## src/cpu_pkg.sv

```systemverilog
// RV32I pipeline core shared types
// Stage records, the instruction word in its two views, and the
// opcode and ALU operation encodings used across the pipeline

`default_nettype none

package cpu_pkg;

	// Major opcodes of the supported subset
	typedef enum logic [6:0] {
		OP_LUI    = 7'b0110111,
		OP_AUIPC  = 7'b0010111,
		OP_JAL    = 7'b1101111,
		OP_JALR   = 7'b1100111,
		OP_BRANCH = 7'b1100011,
		OP_LOAD   = 7'b0000011,
		OP_STORE  = 7'b0100011,
		OP_IMM    = 7'b0010011,
		OP_REG    = 7'b0110011
	} opcode_e;

	typedef enum logic [3:0] {
		ALU_ADD, ALU_SUB, ALU_SLL, ALU_SLT, ALU_SLTU,
		ALU_XOR, ALU_SRL, ALU_SRA, ALU_OR, ALU_AND
	} alu_op_e;

	//============================================================
	// Instruction word

	typedef struct packed {
		logic [6:0] funct7;
		logic [4:0] rs2;
		logic [4:0] rs1;
		logic [2:0] funct3;
		logic [4:0] rd;
		logic [6:0] opcode;
	} instr_reg_t;

	// Store format, immediate split around the register fields
	typedef struct packed {
		logic [6:0] imm_hi;
		logic [4:0] rs2;
		logic [4:0] rs1;
		logic [2:0] funct3;
		logic [4:0] imm_lo;
		logic [6:0] opcode;
	} instr_store_t;

	typedef union packed {
		instr_reg_t   r;
		instr_store_t s;
	} instr_word_u;

	//============================================================
	// Stage records

	typedef struct packed {
		logic        valid;
		logic [31:0] pc;
		instr_word_u instr;
	} fetch_data_t;

	typedef struct packed {
		logic        valid;
		logic [31:0] pc;
		logic [4:0]  rd;
		logic [4:0]  rs1;
		logic [4:0]  rs2;
		logic [31:0] rs1_value;
		logic [31:0] rs2_value;
		logic [31:0] imm;
		alu_op_e     alu_op;
		logic        use_imm;
		logic        use_pc;
		logic        is_load;
		logic        is_store;
		logic        is_branch;
		logic        is_jal;
		logic        is_jalr;
		logic        writes_rd;
		logic [2:0]  funct3;
	} decode_data_t;

	typedef struct packed {
		logic        valid;
		logic [4:0]  rd;
		logic        writes_rd;
		logic        is_load;
		logic        is_store;
		logic [31:0] result;
		logic [31:0] store_data;
	} execute_data_t;

	// Writeback record
	typedef struct packed {
		logic        valid;
		logic [4:0]  rd;
		logic        writes_rd;
		logic [31:0] value;
	} memory_data_t;

endpackage

`default_nettype wire

```

## src/cpu.sv

```systemverilog
// RV32I pipeline core top level
// Fetch, decode, execute and memory stages around the register file,
// with separate instruction and data buses and stall/flush wiring

`timescale 1ns/1ps
`default_nettype none

module cpu #(
	parameter logic [31:0] RESET_VECTOR = 32'h0000_0000,
	parameter logic [31:0] STACK_POINTER = 32'h1000_0400
)(
	input wire i_clock,
	input wire i_rst_n,

	// Instruction bus
	output logic o_ibus_request,
	input wire i_ibus_ready,
	output logic [31:0] o_ibus_address,
	input wire [31:0] i_ibus_rdata,

	// Data bus
	output logic o_dbus_rw,
	output logic o_dbus_request,
	input wire i_dbus_ready,
	output logic [31:0] o_dbus_address,
	input wire [31:0] i_dbus_rdata,
	output logic [31:0] o_dbus_wdata,

	// Status
	output logic o_execute_busy,
	output logic o_memory_busy,
	output logic o_fault
);
	import cpu_pkg::*;

	fetch_data_t fetch_data;
	decode_data_t decode_data;
	execute_data_t execute_data;
	memory_data_t memory_data;

	logic [4:0] rs1_index, rs2_index;
	logic [31:0] rs1, rs2;
	logic execute_busy, memory_busy, stall;
	logic jump;
	logic [31:0] jump_pc;

	// Either hazard holds the front of the pipe
	assign stall = execute_busy || memory_busy;

	//============================================================
	// Front end

	cpu_fetch #(
		.RESET_VECTOR(RESET_VECTOR)
	) fetch (
		.i_clock(i_clock),
		.i_rst_n(i_rst_n),
		.i_busy(stall),
		.i_jump(jump),
		.i_jump_pc(jump_pc),
		.o_bus_request(o_ibus_request),
		.i_bus_ready(i_ibus_ready),
		.o_bus_address(o_ibus_address),
		.i_bus_rdata(i_ibus_rdata),
		.o_data(fetch_data)
	);

	cpu_decode decode (
		.i_clock(i_clock),
		.i_rst_n(i_rst_n),
		.i_busy(stall),
		.i_flush(jump),
		.i_data(fetch_data),
		.o_rs1_index(rs1_index),
		.o_rs2_index(rs2_index),
		.i_rs1(rs1),
		.i_rs2(rs2),
		.o_data(decode_data),
		.o_fault(o_fault)
	);

	cpu_registers #(
		.STACK_POINTER(STACK_POINTER)
	) registers (
		.i_clock(i_clock),
		.i_rst_n(i_rst_n),
		.i_rs1_index(rs1_index),
		.i_rs2_index(rs2_index),
		.o_rs1(rs1),
		.o_rs2(rs2),
		.i_wb(memory_data)
	);

	//============================================================
	// Back end

	cpu_execute execute (
		.i_clock(i_clock),
		.i_rst_n(i_rst_n),
		.i_memory_busy(memory_busy),
		.i_data(decode_data),
		.i_wb(memory_data),
		.o_busy(execute_busy),
		.o_jump(jump),
		.o_jump_pc(jump_pc),
		.o_data(execute_data)
	);

	cpu_memory memory (
		.i_clock(i_clock),
		.i_rst_n(i_rst_n),
		.i_data(execute_data),
		.o_bus_rw(o_dbus_rw),
		.o_bus_request(o_dbus_request),
		.i_bus_ready(i_dbus_ready),
		.o_bus_address(o_dbus_address),
		.i_bus_rdata(i_dbus_rdata),
		.o_bus_wdata(o_dbus_wdata),
		.o_busy(memory_busy),
		.o_data(memory_data)
	);

	assign o_execute_busy = execute_busy;
	assign o_memory_busy = memory_busy;

endmodule

`default_nettype wire

```

## src/cpu_decode.sv

```systemverilog
// Decode stage
// Splits the instruction word into a control record, builds the
// immediate, and latches the register values read for it.
// Unknown opcodes raise a sticky fault and become bubbles

`timescale 1ns/1ps
`default_nettype none

module cpu_decode (
	input wire i_clock,
	input wire i_rst_n,
	input wire i_busy,
	input wire i_flush,
	input wire cpu_pkg::fetch_data_t i_data,
	output logic [4:0] o_rs1_index,
	output logic [4:0] o_rs2_index,
	input wire [31:0] i_rs1,
	input wire [31:0] i_rs2,
	output cpu_pkg::decode_data_t o_data,
	output logic o_fault
);
	import cpu_pkg::*;

	instr_word_u iw;
	logic [31:0] imm_i, imm_s, imm_b, imm_u, imm_j;
	alu_op_e arith_op;
	decode_data_t dec;
	logic illegal;

	assign iw = i_data.instr;

	// Immediates, each from the view that holds its bits
	assign imm_i = {{20{iw.r.funct7[6]}}, iw.r.funct7, iw.r.rs2};
	assign imm_s = {{20{iw.s.imm_hi[6]}}, iw.s.imm_hi, iw.s.imm_lo};
	assign imm_b = {{20{iw.s.imm_hi[6]}}, iw.s.imm_lo[0], iw.s.imm_hi[5:0],
		iw.s.imm_lo[4:1], 1'b0};
	assign imm_u = {iw.r.funct7, iw.r.rs2, iw.r.rs1, iw.r.funct3, 12'd0};
	assign imm_j = {{12{iw.r.funct7[6]}}, iw.r.rs1, iw.r.funct3, iw.r.rs2[0],
		iw.r.funct7[5:0], iw.r.rs2[4:1], 1'b0};

	// Shared by register and immediate forms
	always_comb begin
		case (iw.r.funct3)
			3'd0: arith_op = (iw.r.opcode == OP_REG && iw.r.funct7[5]) ? ALU_SUB : ALU_ADD;
			3'd1: arith_op = ALU_SLL;
			3'd2: arith_op = ALU_SLT;
			3'd3: arith_op = ALU_SLTU;
			3'd4: arith_op = ALU_XOR;
			3'd5: arith_op = iw.r.funct7[5] ? ALU_SRA : ALU_SRL;
			3'd6: arith_op = ALU_OR;
			default: arith_op = ALU_AND;
		endcase
	end

	// Unused source fields stay at x0 so they never forward or interlock
	always_comb begin
		dec = '0;
		illegal = 1'b0;
		dec.valid = i_data.valid;
		dec.pc = i_data.pc;
		dec.rd = iw.r.rd;
		dec.funct3 = iw.r.funct3;
		case (opcode_e'(iw.r.opcode))
			OP_LUI, OP_AUIPC: begin
				dec.imm = imm_u;
				dec.use_imm = 1'b1;
				dec.use_pc = iw.r.opcode == OP_AUIPC;
				dec.writes_rd = 1'b1;
			end
			OP_JAL: begin
				dec.imm = imm_j;
				dec.is_jal = 1'b1;
				dec.writes_rd = 1'b1;
			end
			OP_JALR: begin
				dec.rs1 = iw.r.rs1;
				dec.imm = imm_i;
				dec.is_jalr = 1'b1;
				dec.writes_rd = 1'b1;
			end
			OP_BRANCH: begin
				dec.rs1 = iw.r.rs1;
				dec.rs2 = iw.r.rs2;
				dec.imm = imm_b;
				dec.is_branch = 1'b1;
			end
			OP_LOAD: begin
				dec.rs1 = iw.r.rs1;
				dec.imm = imm_i;
				dec.use_imm = 1'b1;
				dec.is_load = 1'b1;
				dec.writes_rd = 1'b1;
				illegal = iw.r.funct3 != 3'b010;
			end
			OP_STORE: begin
				dec.rs1 = iw.s.rs1;
				dec.rs2 = iw.s.rs2;
				dec.imm = imm_s;
				dec.use_imm = 1'b1;
				dec.is_store = 1'b1;
				illegal = iw.s.funct3 != 3'b010;
			end
			OP_IMM: begin
				dec.rs1 = iw.r.rs1;
				dec.imm = imm_i;
				dec.use_imm = 1'b1;
				dec.alu_op = arith_op;
				dec.writes_rd = 1'b1;
			end
			OP_REG: begin
				dec.rs1 = iw.r.rs1;
				dec.rs2 = iw.r.rs2;
				dec.alu_op = arith_op;
				dec.writes_rd = 1'b1;
			end
			default: illegal = 1'b1;
		endcase
	end

	// A held record keeps reading its own sources
	assign o_rs1_index = i_busy ? o_data.rs1 : dec.rs1;
	assign o_rs2_index = i_busy ? o_data.rs2 : dec.rs2;

	always_ff @(posedge i_clock or negedge i_rst_n) begin
		if (!i_rst_n) begin
			o_data.valid <= 1'b0;
			o_fault <= 1'b0;
		end else if (i_flush) begin
			o_data.valid <= 1'b0;
		end else if (i_busy) begin
			// Pick up register writes that land during the stall
			o_data.rs1_value <= i_rs1;
			o_data.rs2_value <= i_rs2;
		end else begin
			o_data <= dec;
			o_data.valid <= i_data.valid && !illegal;
			o_data.rs1_value <= i_rs1;
			o_data.rs2_value <= i_rs2;
			if (i_data.valid && illegal)
				o_fault <= 1'b1;
		end
	end

endmodule

`default_nettype wire

```

## src/cpu_execute.sv

```systemverilog
// Execute stage
// Operand forwarding, load-use interlock, ALU, branch compare and
// jump target; taken branches and jumps redirect fetch

`timescale 1ns/1ps
`default_nettype none

module cpu_execute (
	input wire i_clock,
	input wire i_rst_n,
	input wire i_memory_busy,
	input wire cpu_pkg::decode_data_t i_data,
	input wire cpu_pkg::memory_data_t i_wb,
	output logic o_busy,
	output logic o_jump,
	output logic [31:0] o_jump_pc,
	output cpu_pkg::execute_data_t o_data
);
	import cpu_pkg::*;

	logic [31:0] rs1_value, rs2_value;
	logic [31:0] op_a, op_b;
	logic [31:0] alu_result;
	logic branch_cond, taken;

	// Youngest producer wins, x0 is never forwarded
	function automatic logic [31:0] forward_operand(input logic [4:0] index,
		input logic [31:0] value);
		if (index == 5'd0)
			return value;
		if (o_data.valid && o_data.writes_rd && o_data.rd == index)
			return o_data.result;
		if (i_wb.valid && i_wb.writes_rd && i_wb.rd == index)
			return i_wb.value;
		return value;
	endfunction

	always_comb begin
		rs1_value = forward_operand(i_data.rs1, i_data.rs1_value);
		rs2_value = forward_operand(i_data.rs2, i_data.rs2_value);
		op_a = i_data.use_pc ? i_data.pc : rs1_value;
		op_b = i_data.use_imm ? i_data.imm : rs2_value;
	end

	always_comb begin
		case (i_data.alu_op)
			ALU_SUB: alu_result = op_a - op_b;
			ALU_SLL: alu_result = op_a << op_b[4:0];
			ALU_SLT: alu_result = {31'd0, $signed(op_a) < $signed(op_b)};
			ALU_SLTU: alu_result = {31'd0, op_a < op_b};
			ALU_XOR: alu_result = op_a ^ op_b;
			ALU_SRL: alu_result = op_a >> op_b[4:0];
			ALU_SRA: alu_result = $signed(op_a) >>> op_b[4:0];
			ALU_OR: alu_result = op_a | op_b;
			ALU_AND: alu_result = op_a & op_b;
			default: alu_result = op_a + op_b;
		endcase
	end

	always_comb begin
		case (i_data.funct3)
			3'b000: branch_cond = rs1_value == rs2_value;
			3'b001: branch_cond = rs1_value != rs2_value;
			3'b100: branch_cond = $signed(rs1_value) < $signed(rs2_value);
			3'b101: branch_cond = $signed(rs1_value) >= $signed(rs2_value);
			3'b110: branch_cond = rs1_value < rs2_value;
			3'b111: branch_cond = rs1_value >= rs2_value;
			default: branch_cond = 1'b0;
		endcase
	end

	// Load in the next stage still holds an address, not its data
	assign o_busy = i_data.valid && o_data.valid && o_data.is_load && o_data.rd != 5'd0 &&
		(o_data.rd == i_data.rs1 || o_data.rd == i_data.rs2);

	assign taken = i_data.is_jal || i_data.is_jalr || (i_data.is_branch && branch_cond);
	assign o_jump = i_data.valid && taken && !o_busy && !i_memory_busy;
	assign o_jump_pc = i_data.is_jalr ? ((rs1_value + i_data.imm) & ~32'd1) :
		i_data.pc + i_data.imm;

	always_ff @(posedge i_clock or negedge i_rst_n) begin
		if (!i_rst_n) begin
			o_data.valid <= 1'b0;
		end else if (!i_memory_busy) begin
			o_data.valid <= i_data.valid && !o_busy;
			o_data.rd <= i_data.rd;
			o_data.writes_rd <= i_data.writes_rd;
			o_data.is_load <= i_data.is_load;
			o_data.is_store <= i_data.is_store;
			// Link value for jumps
			o_data.result <= (i_data.is_jal || i_data.is_jalr) ? i_data.pc + 32'd4 : alu_result;
			o_data.store_data <= rs2_value;
		end
	end

endmodule

`default_nettype wire

```

## src/cpu_fetch.sv

```systemverilog
// Fetch stage
// Keeps the pc, requests instructions over the instruction bus and
// hands them to decode, with a one-entry holding slot for stalls

`timescale 1ns/1ps
`default_nettype none

module cpu_fetch #(
	parameter logic [31:0] RESET_VECTOR = 32'h0000_0000
)(
	input wire i_clock,
	input wire i_rst_n,
	input wire i_busy,
	input wire i_jump,
	input wire [31:0] i_jump_pc,
	output logic o_bus_request,
	input wire i_bus_ready,
	output logic [31:0] o_bus_address,
	input wire [31:0] i_bus_rdata,
	output cpu_pkg::fetch_data_t o_data
);
	import cpu_pkg::*;

	logic [31:0] pc, redirect_pc;
	logic running, discard, done, slot_free;
	fetch_data_t held, fetched;

	// No new request while an instruction waits in the holding slot
	assign o_bus_request = running && !held.valid;
	assign o_bus_address = pc;
	assign done = o_bus_request && i_bus_ready;

	// Output slot can take a record when empty or consumed by decode
	assign slot_free = !o_data.valid || !i_busy;

	always_comb begin
		fetched.valid = done && !discard;
		fetched.pc = pc;
		fetched.instr = i_bus_rdata;
	end

	always_ff @(posedge i_clock or negedge i_rst_n) begin
		if (!i_rst_n) begin
			running <= 1'b0;
			discard <= 1'b0;
			pc <= RESET_VECTOR;
			redirect_pc <= '0;
			held.valid <= 1'b0;
			o_data.valid <= 1'b0;
		end else begin
			running <= 1'b1;
			if (i_jump) begin
				o_data.valid <= 1'b0;
				held.valid <= 1'b0;
				// Address must stay put until the open request ends
				if (o_bus_request && !i_bus_ready) begin
					discard <= 1'b1;
					redirect_pc <= i_jump_pc;
				end else begin
					pc <= i_jump_pc;
				end
			end else begin
				if (done) begin
					pc <= discard ? redirect_pc : pc + 32'd4;
					discard <= 1'b0;
				end
				if (slot_free) begin
					o_data <= held.valid ? held : fetched;
					held.valid <= 1'b0;
				end else if (fetched.valid) begin
					held <= fetched;
				end
			end
		end
	end

endmodule

`default_nettype wire

```

## src/cpu_memory.sv

```systemverilog
// Memory and writeback stage
// Runs data-bus transactions for word loads and stores and registers
// the writeback record, which also drives the register write port

`timescale 1ns/1ps
`default_nettype none

module cpu_memory (
	input wire i_clock,
	input wire i_rst_n,
	input wire cpu_pkg::execute_data_t i_data,
	output logic o_bus_rw,
	output logic o_bus_request,
	input wire i_bus_ready,
	output logic [31:0] o_bus_address,
	input wire [31:0] i_bus_rdata,
	output logic [31:0] o_bus_wdata,
	output logic o_busy,
	output cpu_pkg::memory_data_t o_data
);
	logic access;

	// Execute holds its record while busy, so the bus fields stay steady
	assign access = i_data.valid && (i_data.is_load || i_data.is_store);
	assign o_bus_request = access;
	assign o_bus_rw = i_data.is_store;
	assign o_bus_address = i_data.result;
	assign o_bus_wdata = i_data.store_data;
	assign o_busy = access && !i_bus_ready;

	always_ff @(posedge i_clock or negedge i_rst_n) begin
		if (!i_rst_n) begin
			o_data.valid <= 1'b0;
		end else begin
			// One writeback record per instruction
			o_data.valid <= i_data.valid && !o_busy;
			o_data.rd <= i_data.rd;
			o_data.writes_rd <= i_data.writes_rd;
			o_data.value <= i_data.is_load ? i_bus_rdata : i_data.result;
		end
	end

endmodule

`default_nettype wire

```

## src/cpu_registers.sv

```systemverilog
// Integer register file
// x1..x31 with two combinational read ports and one write port
// fed by the writeback record; x2 starts at the stack pointer

`timescale 1ns/1ps
`default_nettype none

module cpu_registers #(
	parameter logic [31:0] STACK_POINTER = 32'h1000_0400
)(
	input wire i_clock,
	input wire i_rst_n,
	input wire [4:0] i_rs1_index,
	input wire [4:0] i_rs2_index,
	output logic [31:0] o_rs1,
	output logic [31:0] o_rs2,
	input wire cpu_pkg::memory_data_t i_wb
);
	logic [31:0] regs [1:31];
	logic wr_en;

	assign wr_en = i_wb.valid && i_wb.writes_rd && i_wb.rd != 5'd0;

	// Write in flight is visible to readers in the same cycle
	function automatic logic [31:0] read_port(input logic [4:0] index);
		if (index == 5'd0)
			return '0;
		if (wr_en && index == i_wb.rd)
			return i_wb.value;
		return regs[index];
	endfunction

	always_comb begin
		o_rs1 = read_port(i_rs1_index);
		o_rs2 = read_port(i_rs2_index);
	end

	always_ff @(posedge i_clock or negedge i_rst_n) begin
		if (!i_rst_n) begin
			for (int i = 1; i < 32; i++)
				regs[i] <= (i == 2) ? STACK_POINTER : '0;
		end else if (wr_en) begin
			regs[i_wb.rd] <= i_wb.value;
		end
	end

endmodule

`default_nettype wire

```

## config.mk

```make
export PLATFORM = sky130hd
export DESIGN_NAME = cpu
export DESIGN_NICKNAME = d
export VERILOG_FILES = /design/src/cpu_pkg.sv /design/src/cpu.sv /design/src/cpu_decode.sv /design/src/cpu_execute.sv /design/src/cpu_fetch.sv /design/src/cpu_memory.sv /design/src/cpu_registers.sv
export SDC_FILE = /design/constraint.sdc
export NUM_CORES = 2
export LEC_CHECK = 0
export ABC_AREA = 1
export BUFFER_PORTS_ARGS = -buffer_cell sky130_fd_sc_hd__clkbuf_2
export CORE_MARGIN = 2
export CORE_UTILIZATION = 35
export CTS_CLUSTER_DIAMETER = 100
export DETAILED_ROUTE_END_ITERATION = 7
export SYNTH_ARGS = -nofsm -noshare
export SYNTH_HDL_FRONTEND = slang
export SYNTH_HIERARCHICAL = 1
export SYNTH_SLANG_ARGS = --single-unit
```

## constraint.sdc

```tcl
create_clock -name i_clock -period 20.2 [get_ports i_clock]
set_clock_uncertainty 0.2 [all_clocks]
set_input_delay 3.03 -clock i_clock [delete_from_list [all_inputs] [get_ports i_clock]]
set_output_delay 3.03 -clock i_clock [all_outputs]
set_load 0.02 [all_outputs]
```

==> out/results.ini <==
[timing]
fin_crit_sh_pct = 38.8
max_slew_margin_pct = 9.62
setup_tns_ns = 0
tightest_slew_ns = 1.34
min_period_ns = 7.83
max_freq_mhz = 128
fin_hold_ws_ns = 0.210
setup_viol = 0
finalHoldViolations = 0
grt_setup_unrepaired = no
final_max_slew_viol_count = 0

[floorplan]
ios = 170
design.core.area_sq_mm = 0.268
start_util_pct = 35.1
core.rowCount = 190
die_y_microns = 522
die-area_sq_mm = 0.273
die-width_microns = 522

[clock_network]
cts.reportedPaths.clkPinSlew_ns = 0.06
cts_tree = built
clock_path_buffers = 3
cts.sinks = 1460
cts_setup_buffers = 0
cts-root-buf = clkbuf_16
worstSkewPairLatency_ns = 0.87
numCtsBuffers = 169
cts_resized = 0
hold_buffers = 0
htreeDepth = 4

[pwr]
sequentialPowerShare_pct = 43.5
switching_share_pct = 31.0
switching_power_w = 0.00237
p_comb_share_pct = 14.7
p_per_area_mw_per_mm2 = 74.6
internal_power_w = 0.00529
power_frac_clock_pct = 41.7
ir_drop_mv = 0.0716
power_leakage_nw = 47.3

[worst_setup_path]
r2r_end = decode/o_data[157]
cp_max_fo = 48
end_kind = register
crit_arrival_ns = 8.10
rrSetupSlack_ns = 12.37
r2r_start = execute/o_data[68]
r2r_cells = 24
crit_end = decode/o_data[157]
startpoint_type = register
worstPathRequired_ns = 20.47
cp-startpoint = execute/o_data[68]
crit_type = register to register

[synthesis]
syn_area_per_cell_sq_um = 6.91
synthesis.nets = 13900
synth_top_area_share_pct = 28.3
async_flop_share_pct = 72.9
syn-cell-area_sq_mm = 0.0940
synth_most_common_cell = nand2_1
synthTopCellsByArea = dfrtp_1 28%, nand2_1 18%, edfxtp_1 13%
synth_edf_count = 396
synthCells = 13600
synth_seq_cells = 1460
ys_seq_area_share_pct = 41.0
synth_warnings = 6
synthTopCellsByCount = 4,537 x nand2_1, 1,830 x nand3_1, 1,415 x inv_1, 1,161 x o21ai_0, 1,062 x dfrtp_1
ys.flop_type = dfrtp_1
ys_types = 72
yosys.area.top_type = dfrtp_1

[placement]
dpl.hpwl_mm = 257
place.gp.congestion = 1.02
io_buffer_count = 169

[grt]
antenna_found_initial = 8
grt_use_total_pct = 28.9
gr-total-overflow = 0
grt_pass1_wl_mm = 591
grt_max_degree = 157
grt_pass1_vias = 85600

[route]
wirelength_mm = 405
drtAntennaViolNets = 0
dr.pass1.iters = 7
drtIter0Drc = 13600
wl_per_cell_microns = 24.0
drc = 0
vias = 94100
vias_per_cell = 5.57

[hold_path]
min_path_type = register to register
hold_path_depth = 0
min_from = fetch/o_data[41]

[final_layout]
area_growth_pct = 9.12
nNetsFinal = 13500
layout-drive-gt1-share_pct = 6.66

[status]
status = completed

[flow_run]
drv_cap = 0

[layout by cell type, fill, tap and decap left out, drive strengths merged, types with 2 or more instances in the layout]
master	n
a2111o	3
a2111oi	4
a211oi	15
a21boi	15
a21o	11
a21oi	355
a221oi	16
a31oi	23
and2	7
buf	171
bufinv	11
clkbuf	419
clkinv	43
clkinvlp	3
dfrtp	1062
dfstp	2
diode	6
edfxtp	396
fa	4
ha	192
inv	1459
mux2	29
nand2	4606
nand3	1855
nand3b	27
nand4	82
nor2	736
nor3	51
nor4	11
o2111ai	6
o211ai	134
o21a	10
o21ai	1420
o21bai	14
o221ai	9
o22ai	35
o31ai	7
or2	25
xnor2	13
xor2	51
[state kept, by name, indices dropped and copies added (netlist names)]
signal / flops
fetch/o_data: 65
fetch/discard: 1
memory/o_data: 39
fetch/running: 1
fetch/o_bus_address: 32
fetch/redirect_pc: 32
fetch/held: 65
decode/o_fault: 1
registers/regs: 992
decode/o_data: 159
execute/o_data: 73
[power by group through the flow]
| stage | clock network [W] | registers, W | logic [W] |
|---|---|---|---|
| 2_1_floorplan | 0 | 0.00331 | 0.000685 |
| 3_3_place_gp | 0 | 0.00338 | 0.00109 |
| 3_5_place_dp | 0 | 0.00338 | 0.00109 |
| 4_1_cts | 0.00324 | 0.00333 | 0.00110 |
| 5_1_grt | 0.00336 | 0.00334 | 0.00123 |
| 6_report | 0.00320 | 0.00333 | 0.00113 |
[worst min-delay path by stage]
stage	end
6_report	decode/o_data[135]
5_1_grt	decode/o_data[147]
4_1_cts	decode/o_data[135]
3_5_place_dp	decode/o_data[148]
3_3_place_gp	decode/o_data[146]
2_1_floorplan	decode/o_data[126]
[logic make-up (layout without fill, tap and decap cells)]
logic type	Yosys count	in the layout	synth area share [%]
simple gates	7402	7402	33.2
buf+inv	2379	2106	10.3
mux	29	29	0.367
xor+xnor	64	64	0.596
fa+ha+maj	196	196	2.64
flops	1460	1460	41.0
other cells	1	7	0.00399
compound gates	2081	2081	12.0
[metal layers]
layer,vias up,GRT usage (%),share of wire (%)
li1,43100,-,-
met1,44600,40.3,41
met2,5470,41.4,41
met3,950,6.91,12
met4,10,15.1,6.1
met5,-,0,0.015
[through the flow]
stage	cell area, sq um	instances	total power (W)	util, %	setup WS, ns
after detailed placement	96900	16600	0.00447	36.2	11.90
after global placement	96900	16600	0.00447	36.2	11.86
final	103000	16900	0.00766	38.3	12.37
after global routing	103000	16900	0.00793	38.3	11.91
after CTS	103000	16900	0.00766	38.3	12.60
after floorplan	94000	13600	0.00400	-	8.83
[critical path, stage by stage, from the launching register on]
cell and delay, ns:
edfxtp_1 0.47, inv_2 0.14, nand2_1 0.06, nand2_1 0.08, nor2_2 0.05, nand4_2 0.07, buf_4 0.42, nand2_1 0.14
nand2_2 0.13, inv_2 0.24, o21ai_0 1.08, ha_1 0.31, nand3_1 0.08, nor4_1 0.63, a21oi_1 0.27, xnor2_1 0.33
nand2_1 0.09, nand2_1 0.07, nand3_1 0.10, nand2_1 0.08, a21oi_1 0.06, buf_4 0.22, nor3_2 0.88, buf_4 0.57
buf_4 0.58
[cell type report]
cell class,instances,area [sq um]
antenna,6,15.0
clock buffer,251,4890
clock inverter,64,825
fill,28300,165000
inverter,1452,5490
multi-input combinational,9773,46200
sequential,1460,38500
tap,3552,4440
timing repair buffer,339,2220
Power figures use the tool's default switching activity.
